==> config.mk <==
export PLATFORM = sky130hd
export DESIGN_NAME = uart_msg_top
export DESIGN_NICKNAME = d
export VERILOG_FILES = /design/src/logic/msg_pkg.sv /design/src/logic/report_builder.sv /design/src/logic/event_builder.sv /design/src/logic/msg_streamer.sv /design/src/logic/uart_msg_top.sv
export SDC_FILE = /design/constraint.sdc
export NUM_CORES = 1
export LEC_CHECK = 0
export BUFFER_PORTS_ARGS = -buffer_cell sky130_fd_sc_hd__buf_2
export CORE_MARGIN = 2
export CORE_UTILIZATION = 28
export CTS_BUF_LIST = sky130_fd_sc_hd__clkbuf_4 sky130_fd_sc_hd__clkbuf_8
export DETAILED_ROUTE_END_ITERATION = 16
export GPL_ROUTABILITY_DRIVEN = 0
export GPL_TIMING_DRIVEN = 0
export PLACE_DENSITY = 0.42
export REMOVE_ABC_BUFFERS = 1
export SKIP_LAST_GASP = 1
export SLEW_MARGIN = 10
export SYNTH_ARGS = -nofsm -noshare
export SYNTH_HDL_FRONTEND = slang
export SYNTH_SLANG_ARGS = --single-unit
==> constraint.sdc <==
create_clock -name iClk -period 6.5 [get_ports iClk]
set_input_delay 1.3 -clock iClk [delete_from_list [all_inputs] [get_ports iClk]]
set_output_delay 1.3 -clock iClk [all_outputs]
set_load 0.01 [all_outputs]
==> src/logic/msg_pkg.sv <==
`default_nettype none

package msg_pkg;

    localparam int MSG_MAX       = 32;
    localparam int SETTLE_CYCLES = 4;  // Digit settle delay after a command

    typedef logic [7:0]                   char_t;
    typedef logic [$clog2(MSG_MAX)-1:0]   idx_t;
    typedef logic [$clog2(MSG_MAX):0]     len_t;
    typedef logic [MSG_MAX-1:0][7:0]      msg_text_t;  // First char in the highest used byte

    localparam char_t CMD_CLOCK     = "C";
    localparam char_t CMD_STOPWATCH = "W";
    localparam char_t CHAR_LF       = 8'h0A;

    localparam logic [3:0] MODE_STOPWATCH  = 4'b0001;
    localparam logic [3:0] MODE_CLOCK_MASK = 4'b1101;  // Clock mode when these bits are zero

    localparam len_t LEN_CLOCK_RPT = 6'd18;
    localparam len_t LEN_SW_RPT    = 6'd23;

    typedef enum logic {
        REPORT_CLOCK,
        REPORT_STOPWATCH
    } report_kind_t;

    typedef enum logic [2:0] {
        EV_RIGHT,
        EV_LEFT,
        EV_DOWN,
        EV_UP,
        EV_SW_RUN,
        EV_SW_STOP,
        EV_SW_CLEAR
    } event_kind_t;

    // Character at position idx of a right-aligned text of len characters
    function automatic char_t text_char(msg_text_t text, len_t len, idx_t idx);
        idx_t pos;
        pos = idx_t'(len - len_t'(1)) - idx;
        if (len_t'(idx) < len) begin
            return text[pos];
        end
        return char_t'(0);  // Past the end
    endfunction

endpackage

`default_nettype wire

==> src/logic/report_builder.sv <==
`timescale 1ns/100ps
`default_nettype none

module report_builder (
    input  wire                 iClk,
    input  wire                 iRst,
    input  wire msg_pkg::char_t rx_data,
    input  wire                 rx_valid,
    input  wire msg_pkg::char_t hour_10,
    input  wire msg_pkg::char_t hour_1,
    input  wire msg_pkg::char_t min_10,
    input  wire msg_pkg::char_t min_1,
    input  wire msg_pkg::char_t sec_10,
    input  wire msg_pkg::char_t sec_1,
    output logic                req,
    output msg_pkg::len_t       len,
    input  wire                 grant,
    input  wire msg_pkg::idx_t  char_idx,
    output msg_pkg::char_t      char_out
);

    localparam int CNT_W = $clog2(msg_pkg::SETTLE_CYCLES + 1);

    msg_pkg::report_kind_t kind;
    logic [CNT_W-1:0]      settle_cnt;
    logic                  settling;
    logic                  serving;    // Granted and still being streamed
    logic                  settle_done;
    logic                  cmd_hit;
    logic                  last_read;

    msg_pkg::char_t h10_q, h1_q, m10_q, m1_q, s10_q, s1_q;
    msg_pkg::msg_text_t text;

    assign cmd_hit = rx_valid && !settling && !req && !serving &&
                     (rx_data == msg_pkg::CMD_CLOCK || rx_data == msg_pkg::CMD_STOPWATCH);

    assign settle_done = settling && (settle_cnt == '0);
    assign last_read   = serving && (msg_pkg::len_t'(char_idx) == len - msg_pkg::len_t'(1));

    always_ff @(posedge iClk or posedge iRst) begin
        if (iRst) begin
            kind       <= msg_pkg::REPORT_CLOCK;
            settle_cnt <= '0;
            settling   <= 1'b0;
            req        <= 1'b0;
            serving    <= 1'b0;
        end else begin
            if (cmd_hit) begin
                kind       <= (rx_data == msg_pkg::CMD_CLOCK) ? msg_pkg::REPORT_CLOCK
                                                              : msg_pkg::REPORT_STOPWATCH;
                settling   <= 1'b1;
                settle_cnt <= CNT_W'(msg_pkg::SETTLE_CYCLES - 1);
            end else if (settle_done) begin
                settling <= 1'b0;
                req      <= 1'b1;  // Same edge as the digit capture
            end else if (settling) begin
                settle_cnt <= settle_cnt - CNT_W'(1);
            end

            if (grant) begin
                req     <= 1'b0;
                serving <= 1'b1;
            end else if (last_read) begin
                serving <= 1'b0;
            end
        end
    end

    always_ff @(posedge iClk) begin
        if (settle_done) begin
            h10_q <= hour_10;
            h1_q  <= hour_1;
            m10_q <= min_10;
            m1_q  <= min_1;
            s10_q <= sec_10;
            s1_q  <= sec_1;
        end
    end

    always_comb begin
        if (kind == msg_pkg::REPORT_CLOCK) begin
            len  = msg_pkg::LEN_CLOCK_RPT;
            text = msg_pkg::msg_text_t'({"Clock ", h10_q, h1_q, "H ", m10_q, m1_q, "M ",
                                         s10_q, s1_q, "S", msg_pkg::CHAR_LF});
        end else begin
            // Stopwatch digits are minutes, seconds and centiseconds
            len  = msg_pkg::LEN_SW_RPT;
            text = msg_pkg::msg_text_t'({"Stopwatch ", h10_q, h1_q, "M ", m10_q, m1_q, "S ",
                                         s10_q, s1_q, "mS", msg_pkg::CHAR_LF});
        end
    end

    assign char_out = msg_pkg::text_char(text, len, char_idx);

endmodule

`default_nettype wire

==> src/logic/event_builder.sv <==
`timescale 1ns/100ps
`default_nettype none

module event_builder (
    input  wire                iClk,
    input  wire                iRst,
    input  wire                set,
    input  wire [3:0]          mode,
    input  wire                btn_up,
    input  wire                btn_down,
    input  wire                btn_left,
    input  wire                btn_right,
    output logic               req,
    output msg_pkg::len_t      len,
    input  wire                grant,
    input  wire msg_pkg::idx_t char_idx,
    output msg_pkg::char_t     char_out
);

    msg_pkg::event_kind_t kind;
    msg_pkg::event_kind_t next_kind;
    logic                 hit;
    logic                 accept;
    logic                 run_state;  // 1 while the stopwatch runs
    logic                 serving;
    logic                 last_read;
    logic                 clk_mode;
    logic                 sw_mode;
    msg_pkg::msg_text_t   text;

    assign clk_mode = (mode & msg_pkg::MODE_CLOCK_MASK) == 4'b0000;
    assign sw_mode  = (mode == msg_pkg::MODE_STOPWATCH);

    // Button priority is Right, Left, Down, Up
    always_comb begin
        hit       = 1'b1;
        next_kind = msg_pkg::EV_RIGHT;
        if (clk_mode && set) begin
            if (btn_right)     next_kind = msg_pkg::EV_RIGHT;
            else if (btn_left) next_kind = msg_pkg::EV_LEFT;
            else if (btn_down) next_kind = msg_pkg::EV_DOWN;
            else if (btn_up)   next_kind = msg_pkg::EV_UP;
            else               hit = 1'b0;
        end else if (sw_mode) begin
            if (btn_right)     next_kind = run_state ? msg_pkg::EV_SW_STOP : msg_pkg::EV_SW_RUN;
            else if (btn_left) next_kind = msg_pkg::EV_SW_CLEAR;
            else               hit = 1'b0;
        end else begin
            hit = 1'b0;
        end
    end

    assign accept    = hit && !req && !serving;
    assign last_read = serving && (msg_pkg::len_t'(char_idx) == len - msg_pkg::len_t'(1));

    always_ff @(posedge iClk or posedge iRst) begin
        if (iRst) begin
            kind      <= msg_pkg::EV_RIGHT;
            req       <= 1'b0;
            serving   <= 1'b0;
            run_state <= 1'b0;
        end else begin
            if (accept) begin
                kind <= next_kind;
                req  <= 1'b1;
                if (next_kind == msg_pkg::EV_SW_RUN || next_kind == msg_pkg::EV_SW_STOP) begin
                    run_state <= ~run_state;
                end
            end
            if (grant) begin
                req     <= 1'b0;
                serving <= 1'b1;
            end else if (last_read) begin
                serving <= 1'b0;
            end
        end
    end

    always_comb begin
        case (kind)
            msg_pkg::EV_RIGHT: begin
                text = msg_pkg::msg_text_t'({"Right", msg_pkg::CHAR_LF});
                len  = msg_pkg::len_t'(6);
            end
            msg_pkg::EV_LEFT: begin
                text = msg_pkg::msg_text_t'({"Left", msg_pkg::CHAR_LF});
                len  = msg_pkg::len_t'(5);
            end
            msg_pkg::EV_DOWN: begin
                text = msg_pkg::msg_text_t'({"Down", msg_pkg::CHAR_LF});
                len  = msg_pkg::len_t'(5);
            end
            msg_pkg::EV_UP: begin
                text = msg_pkg::msg_text_t'({"Up", msg_pkg::CHAR_LF});
                len  = msg_pkg::len_t'(3);
            end
            msg_pkg::EV_SW_RUN: begin
                text = msg_pkg::msg_text_t'({"Stop_Watch_RUN", msg_pkg::CHAR_LF});
                len  = msg_pkg::len_t'(15);
            end
            msg_pkg::EV_SW_STOP: begin
                text = msg_pkg::msg_text_t'({"Stop_Watch_STOP", msg_pkg::CHAR_LF});
                len  = msg_pkg::len_t'(16);
            end
            msg_pkg::EV_SW_CLEAR: begin
                text = msg_pkg::msg_text_t'({"Stop_Watch_Clear", msg_pkg::CHAR_LF});
                len  = msg_pkg::len_t'(17);
            end
            default: begin
                text = '0;
                len  = msg_pkg::len_t'(1);
            end
        endcase
    end

    assign char_out = msg_pkg::text_char(text, len, char_idx);

endmodule

`default_nettype wire

==> src/logic/msg_streamer.sv <==
`timescale 1ns/100ps
`default_nettype none

module msg_streamer (
    input  wire                 iClk,
    input  wire                 iRst,
    input  wire                 rpt_req,
    input  wire msg_pkg::len_t  rpt_len,
    output logic                rpt_grant,
    input  wire                 evt_req,
    input  wire msg_pkg::len_t  evt_len,
    output logic                evt_grant,
    output msg_pkg::idx_t       char_idx,
    input  wire msg_pkg::char_t rpt_char,
    input  wire msg_pkg::char_t evt_char,
    output msg_pkg::char_t      tx_data,
    output logic                tx_valid
);

    typedef enum logic [1:0] {
        ST_IDLE,
        ST_SEND,
        ST_GAP
    } state_t;

    state_t         state;
    logic           sel_evt;   // Granted source
    msg_pkg::len_t  len_q;
    msg_pkg::char_t sel_char;
    logic           last;

    assign sel_char = sel_evt ? evt_char : rpt_char;
    assign last     = msg_pkg::len_t'(char_idx) == len_q - msg_pkg::len_t'(1);

    always_ff @(posedge iClk or posedge iRst) begin
        if (iRst) begin
            state     <= ST_IDLE;
            sel_evt   <= 1'b0;
            len_q     <= '0;
            char_idx  <= '0;
            rpt_grant <= 1'b0;
            evt_grant <= 1'b0;
            tx_valid  <= 1'b0;
        end else begin
            rpt_grant <= 1'b0;
            evt_grant <= 1'b0;
            tx_valid  <= 1'b0;
            case (state)
                ST_IDLE: begin
                    char_idx <= '0;
                    if (evt_req) begin  // Button events first
                        evt_grant <= 1'b1;
                        sel_evt   <= 1'b1;
                        len_q     <= evt_len;
                        state     <= ST_SEND;
                    end else if (rpt_req) begin
                        rpt_grant <= 1'b1;
                        sel_evt   <= 1'b0;
                        len_q     <= rpt_len;
                        state     <= ST_SEND;
                    end
                end
                ST_SEND: begin
                    tx_valid <= 1'b1;
                    if (last) begin
                        state <= ST_GAP;
                    end else begin
                        char_idx <= char_idx + msg_pkg::idx_t'(1);
                    end
                end
                ST_GAP:  state <= ST_IDLE;  // Last byte on the output
                default: state <= ST_IDLE;
            endcase
        end
    end

    always_ff @(posedge iClk) begin
        if (state == ST_SEND) begin
            tx_data <= sel_char;
        end
    end

endmodule

`default_nettype wire

==> src/logic/uart_msg_top.sv <==
`timescale 1ns/100ps
`default_nettype none

module uart_msg_top (
    input  wire                 iClk,
    input  wire                 iRst,
    input  wire msg_pkg::char_t rx_data,
    input  wire                 rx_valid,
    input  wire                 set,
    input  wire [3:0]           mode,
    input  wire                 btn_up,
    input  wire                 btn_down,
    input  wire                 btn_left,
    input  wire                 btn_right,
    input  wire msg_pkg::char_t hour_10,
    input  wire msg_pkg::char_t hour_1,
    input  wire msg_pkg::char_t min_10,
    input  wire msg_pkg::char_t min_1,
    input  wire msg_pkg::char_t sec_10,
    input  wire msg_pkg::char_t sec_1,
    output msg_pkg::char_t      tx_data,
    output logic                tx_valid
);

    logic           rpt_req;
    msg_pkg::len_t  rpt_len;
    logic           rpt_grant;
    msg_pkg::char_t rpt_char;

    logic           evt_req;
    msg_pkg::len_t  evt_len;
    logic           evt_grant;
    msg_pkg::char_t evt_char;

    msg_pkg::idx_t  char_idx;  // Shared read index

    report_builder u_report (
        .iClk     (iClk),
        .iRst     (iRst),
        .rx_data  (rx_data),
        .rx_valid (rx_valid),
        .hour_10  (hour_10),
        .hour_1   (hour_1),
        .min_10   (min_10),
        .min_1    (min_1),
        .sec_10   (sec_10),
        .sec_1    (sec_1),
        .req      (rpt_req),
        .len      (rpt_len),
        .grant    (rpt_grant),
        .char_idx (char_idx),
        .char_out (rpt_char)
    );

    event_builder u_event (
        .iClk      (iClk),
        .iRst      (iRst),
        .set       (set),
        .mode      (mode),
        .btn_up    (btn_up),
        .btn_down  (btn_down),
        .btn_left  (btn_left),
        .btn_right (btn_right),
        .req       (evt_req),
        .len       (evt_len),
        .grant     (evt_grant),
        .char_idx  (char_idx),
        .char_out  (evt_char)
    );

    msg_streamer u_streamer (
        .iClk      (iClk),
        .iRst      (iRst),
        .rpt_req   (rpt_req),
        .rpt_len   (rpt_len),
        .rpt_grant (rpt_grant),
        .evt_req   (evt_req),
        .evt_len   (evt_len),
        .evt_grant (evt_grant),
        .char_idx  (char_idx),
        .rpt_char  (rpt_char),
        .evt_char  (evt_char),
        .tx_data   (tx_data),
        .tx_valid  (tx_valid)
    );

endmodule

`default_nettype wire

==> metrics.txt <==
vias=5162; initial antenna violation count=0; Post-Route WL=16900 um; die area=22400 sq um; hold depth=1; CTS tree=built; crit-path most repeated cell=nor2_1; FF-to-FF Start=u_event.kind[1]; Synth cell types=71; Final period util=79.6%; Routed Antenna Nets=0; synth top area cells=edfxtp_1, dfrtp_1, ha_1, a21oi_1, nand2_1; Final Util=32.2%; sequential area share after synthesis=40.6%; n_diodes=0; clk sink count=85; Hold Buf Count CTS=0; # rows=53; syn_area_per_cell=9.20 sq um; CP Class=reg -> reg; R2R setup slack=1330 ps; Yosys warning count=0; Post-CTS Resized=0; Syn-to-layout area delta=13.3%; Ports=77; Max Clk Rate=193 MHz; Worst Path Required=6610 ps; Max Cap Violations=0; Die W=150 um; status=finished, final reports clean; layout cells sized above 1=17.2%; Mapped Cells=645; DRT Pass-1 Iters=4; grt ovf=0; Setup-failing EPs final=0; Max clock buf depth=2; Post-CTS Repair Setup Buffers=0; post-DR wirelength/cell=17.5 um; TritonCTS buffer count=9; HP Start=u_streamer.rpt_grant; Detailed Route Iter0 Violations=376; Crit-path slowest cell=dfrtp_1; cell area after synthesis=5930 sq um; hpwl dp=12000 um; total track usage=15.5%; CP max stage delay=1060 ps; crit-path cells=nor2_1, nor2_1, ha_1, fa_1, xnor2_2, o21ai_0, a222oi_1, o2111ai_1, a21oi_1, o22ai_1; endpoint of the worst hold path=u_report.req; core box area=20900 sq um; min-delay worst type=reg -> reg; Synth top area share=28.3%; Initial Utilization=28.4%; placed insts=952; Yosys reg bits=85; routed vias/inst=5.33; non-filler cells, final=968; Nets=784; vias in the first global route=5084; Root Buffer=clkbuf_8; CP startpoint kind=flip-flop; Slew HR=19.6%; first-pass GRT wire length=27300 um; PortBufs=76; Final Critical Period=5170 ps; clk_lat worst skew=380 ps; worst-margin pin slew=1200 ps; H-tree depth=3; area leader, netlist=edfxtp_1; CTS clk-pin slew, worst paths=100 ps; ys async rst share=34.1%; Setup TNS=0 ps; most frequent cells after synthesis=nand2_1, edfxtp_1, a21oi_1, o21ai_0, nor2_1; Clock Skews=23.4 ps; largest net degree at the start of global routing=43; RSZ-0062 raised after global routing=false; Max Transition Viols Final=0; Final Hold Fails=0; Worst Setup End Kind=flip-flop; DRC=0; Reg-to-Reg End=u_streamer.tx_data[1]; crit-path max FO=34; worst-case reg-to-reg path depth=10; ys flop type=edfxtp_1; top-count cell post-synth=nand2_1; Post-synth EDFFs=56; crit path DAT=5280 ps; die height=150 um
worst max-delay path: cells and delay by family (launching register included):
kind,cells,cell delay (ps)
AOI/OAI and AO/OA,5,1260
adders and majority gates,2,840
xor gates and xnor gates,1,950
and+or+nand+nor,2,790
DFF,1,1060
final cells by class:
type                            count  area, sq um
Clock buffer                        9          124
Clock inverter                      7         70.1
Fill cell                        2229        14200
Inverter                           29          109
Multi-Input combinational cell    484         3240
Sequential cell                    85         2410
Tap cell                          275          344
Timing Repair Buffer               79          430
sequential cells by signal, indices dropped and copies added, names as in the netlist, 5 cells and up:
register,count
u_report.s1_q,8
u_report.m1_q,8
u_report.h10_q,8
u_streamer.char_idx,5
u_report.s10_q,8
u_report.h1_q,8
u_streamer.len_q,5
u_report.m10_q,8
u_streamer.tx_data,8
through the flow:
step                      cell area [sq um]  setup WS (ps)  hold WS [ps]
after floorplan                        5730           2510           401
after global placement                 6450           1080           413
after detailed placement               6520           1410           425
after CTS                              6710           1380           427
after global routing                   6720            960           440
final                                  6720           1330           429
how the worst max path moves through the flow:
stage | from | end | slack (ps)
6_report | u_event.kind[1] | u_streamer.tx_data[1] | 1330
5_1_grt | u_event.kind[1] | u_streamer.tx_data[1] | 960
4_1_cts | u_event.kind[1] | u_streamer.tx_data[5] | 1380
3_5_place_dp | u_event.kind[1] | u_streamer.tx_data[5] | 1410
3_3_place_gp | u_report.kind | u_streamer.tx_data[3] | 1080
2_1_floorplan | u_event.kind[2] | u_streamer.tx_data[1] | 2510
routing by layer:
metal  wire, um  share of wire [%]  up-vias  track usage, %
li1           -                  -     2512               -
met1       8120                 48     2493            21.7
met2       7800                 46      137            24.1
met3        695                4.1       20            2.99
met4        294                1.7        0            5.24
met5          0                  0        -               0
cells in the final DEF (no fill, tap or decap), types with 4 or more instances in the layout:
master,instances
inv_6,4
and2_1,6
xnor2_2,4
o211ai_1,13
a32oi_1,4
mux2_2,5
nand4_1,6
a31oi_1,5
buf_2,76
o221ai_1,6
and3_1,9
ha_1,26
inv_1,28
nor3_1,12
nor2_1,40
nand3_1,22
edfxtp_1,56
nor4b_1,5
nor2b_1,12
o31ai_1,4
o21ai_0,41
xor2_1,7
a22oi_1,10
a21o_1,5
nand2_1,60
a21oi_1,51
or3_1,4
xnor2_1,12
o2111ai_1,5
o22ai_1,19
a221oi_1,7
nand2b_1,16
o32ai_1,4
a211oi_1,5
mux2i_1,6
dfrtp_1,28
clkbuf_8,9
cell families after synthesis:
kind of cell	count (synthesis)	share of synthesized area [%]
fa+ha+maj	30	6.49
xor+xnor	26	4.34
compound gates	211	24.0
buf+inv	76	5.31
flops	85	40.6
mux	11	1.96
simple gates	206	17.3
Power is left out: the tool's default activity adds up to more than one toggle a clock period on the data nets, which glitch-free logic cannot reach.
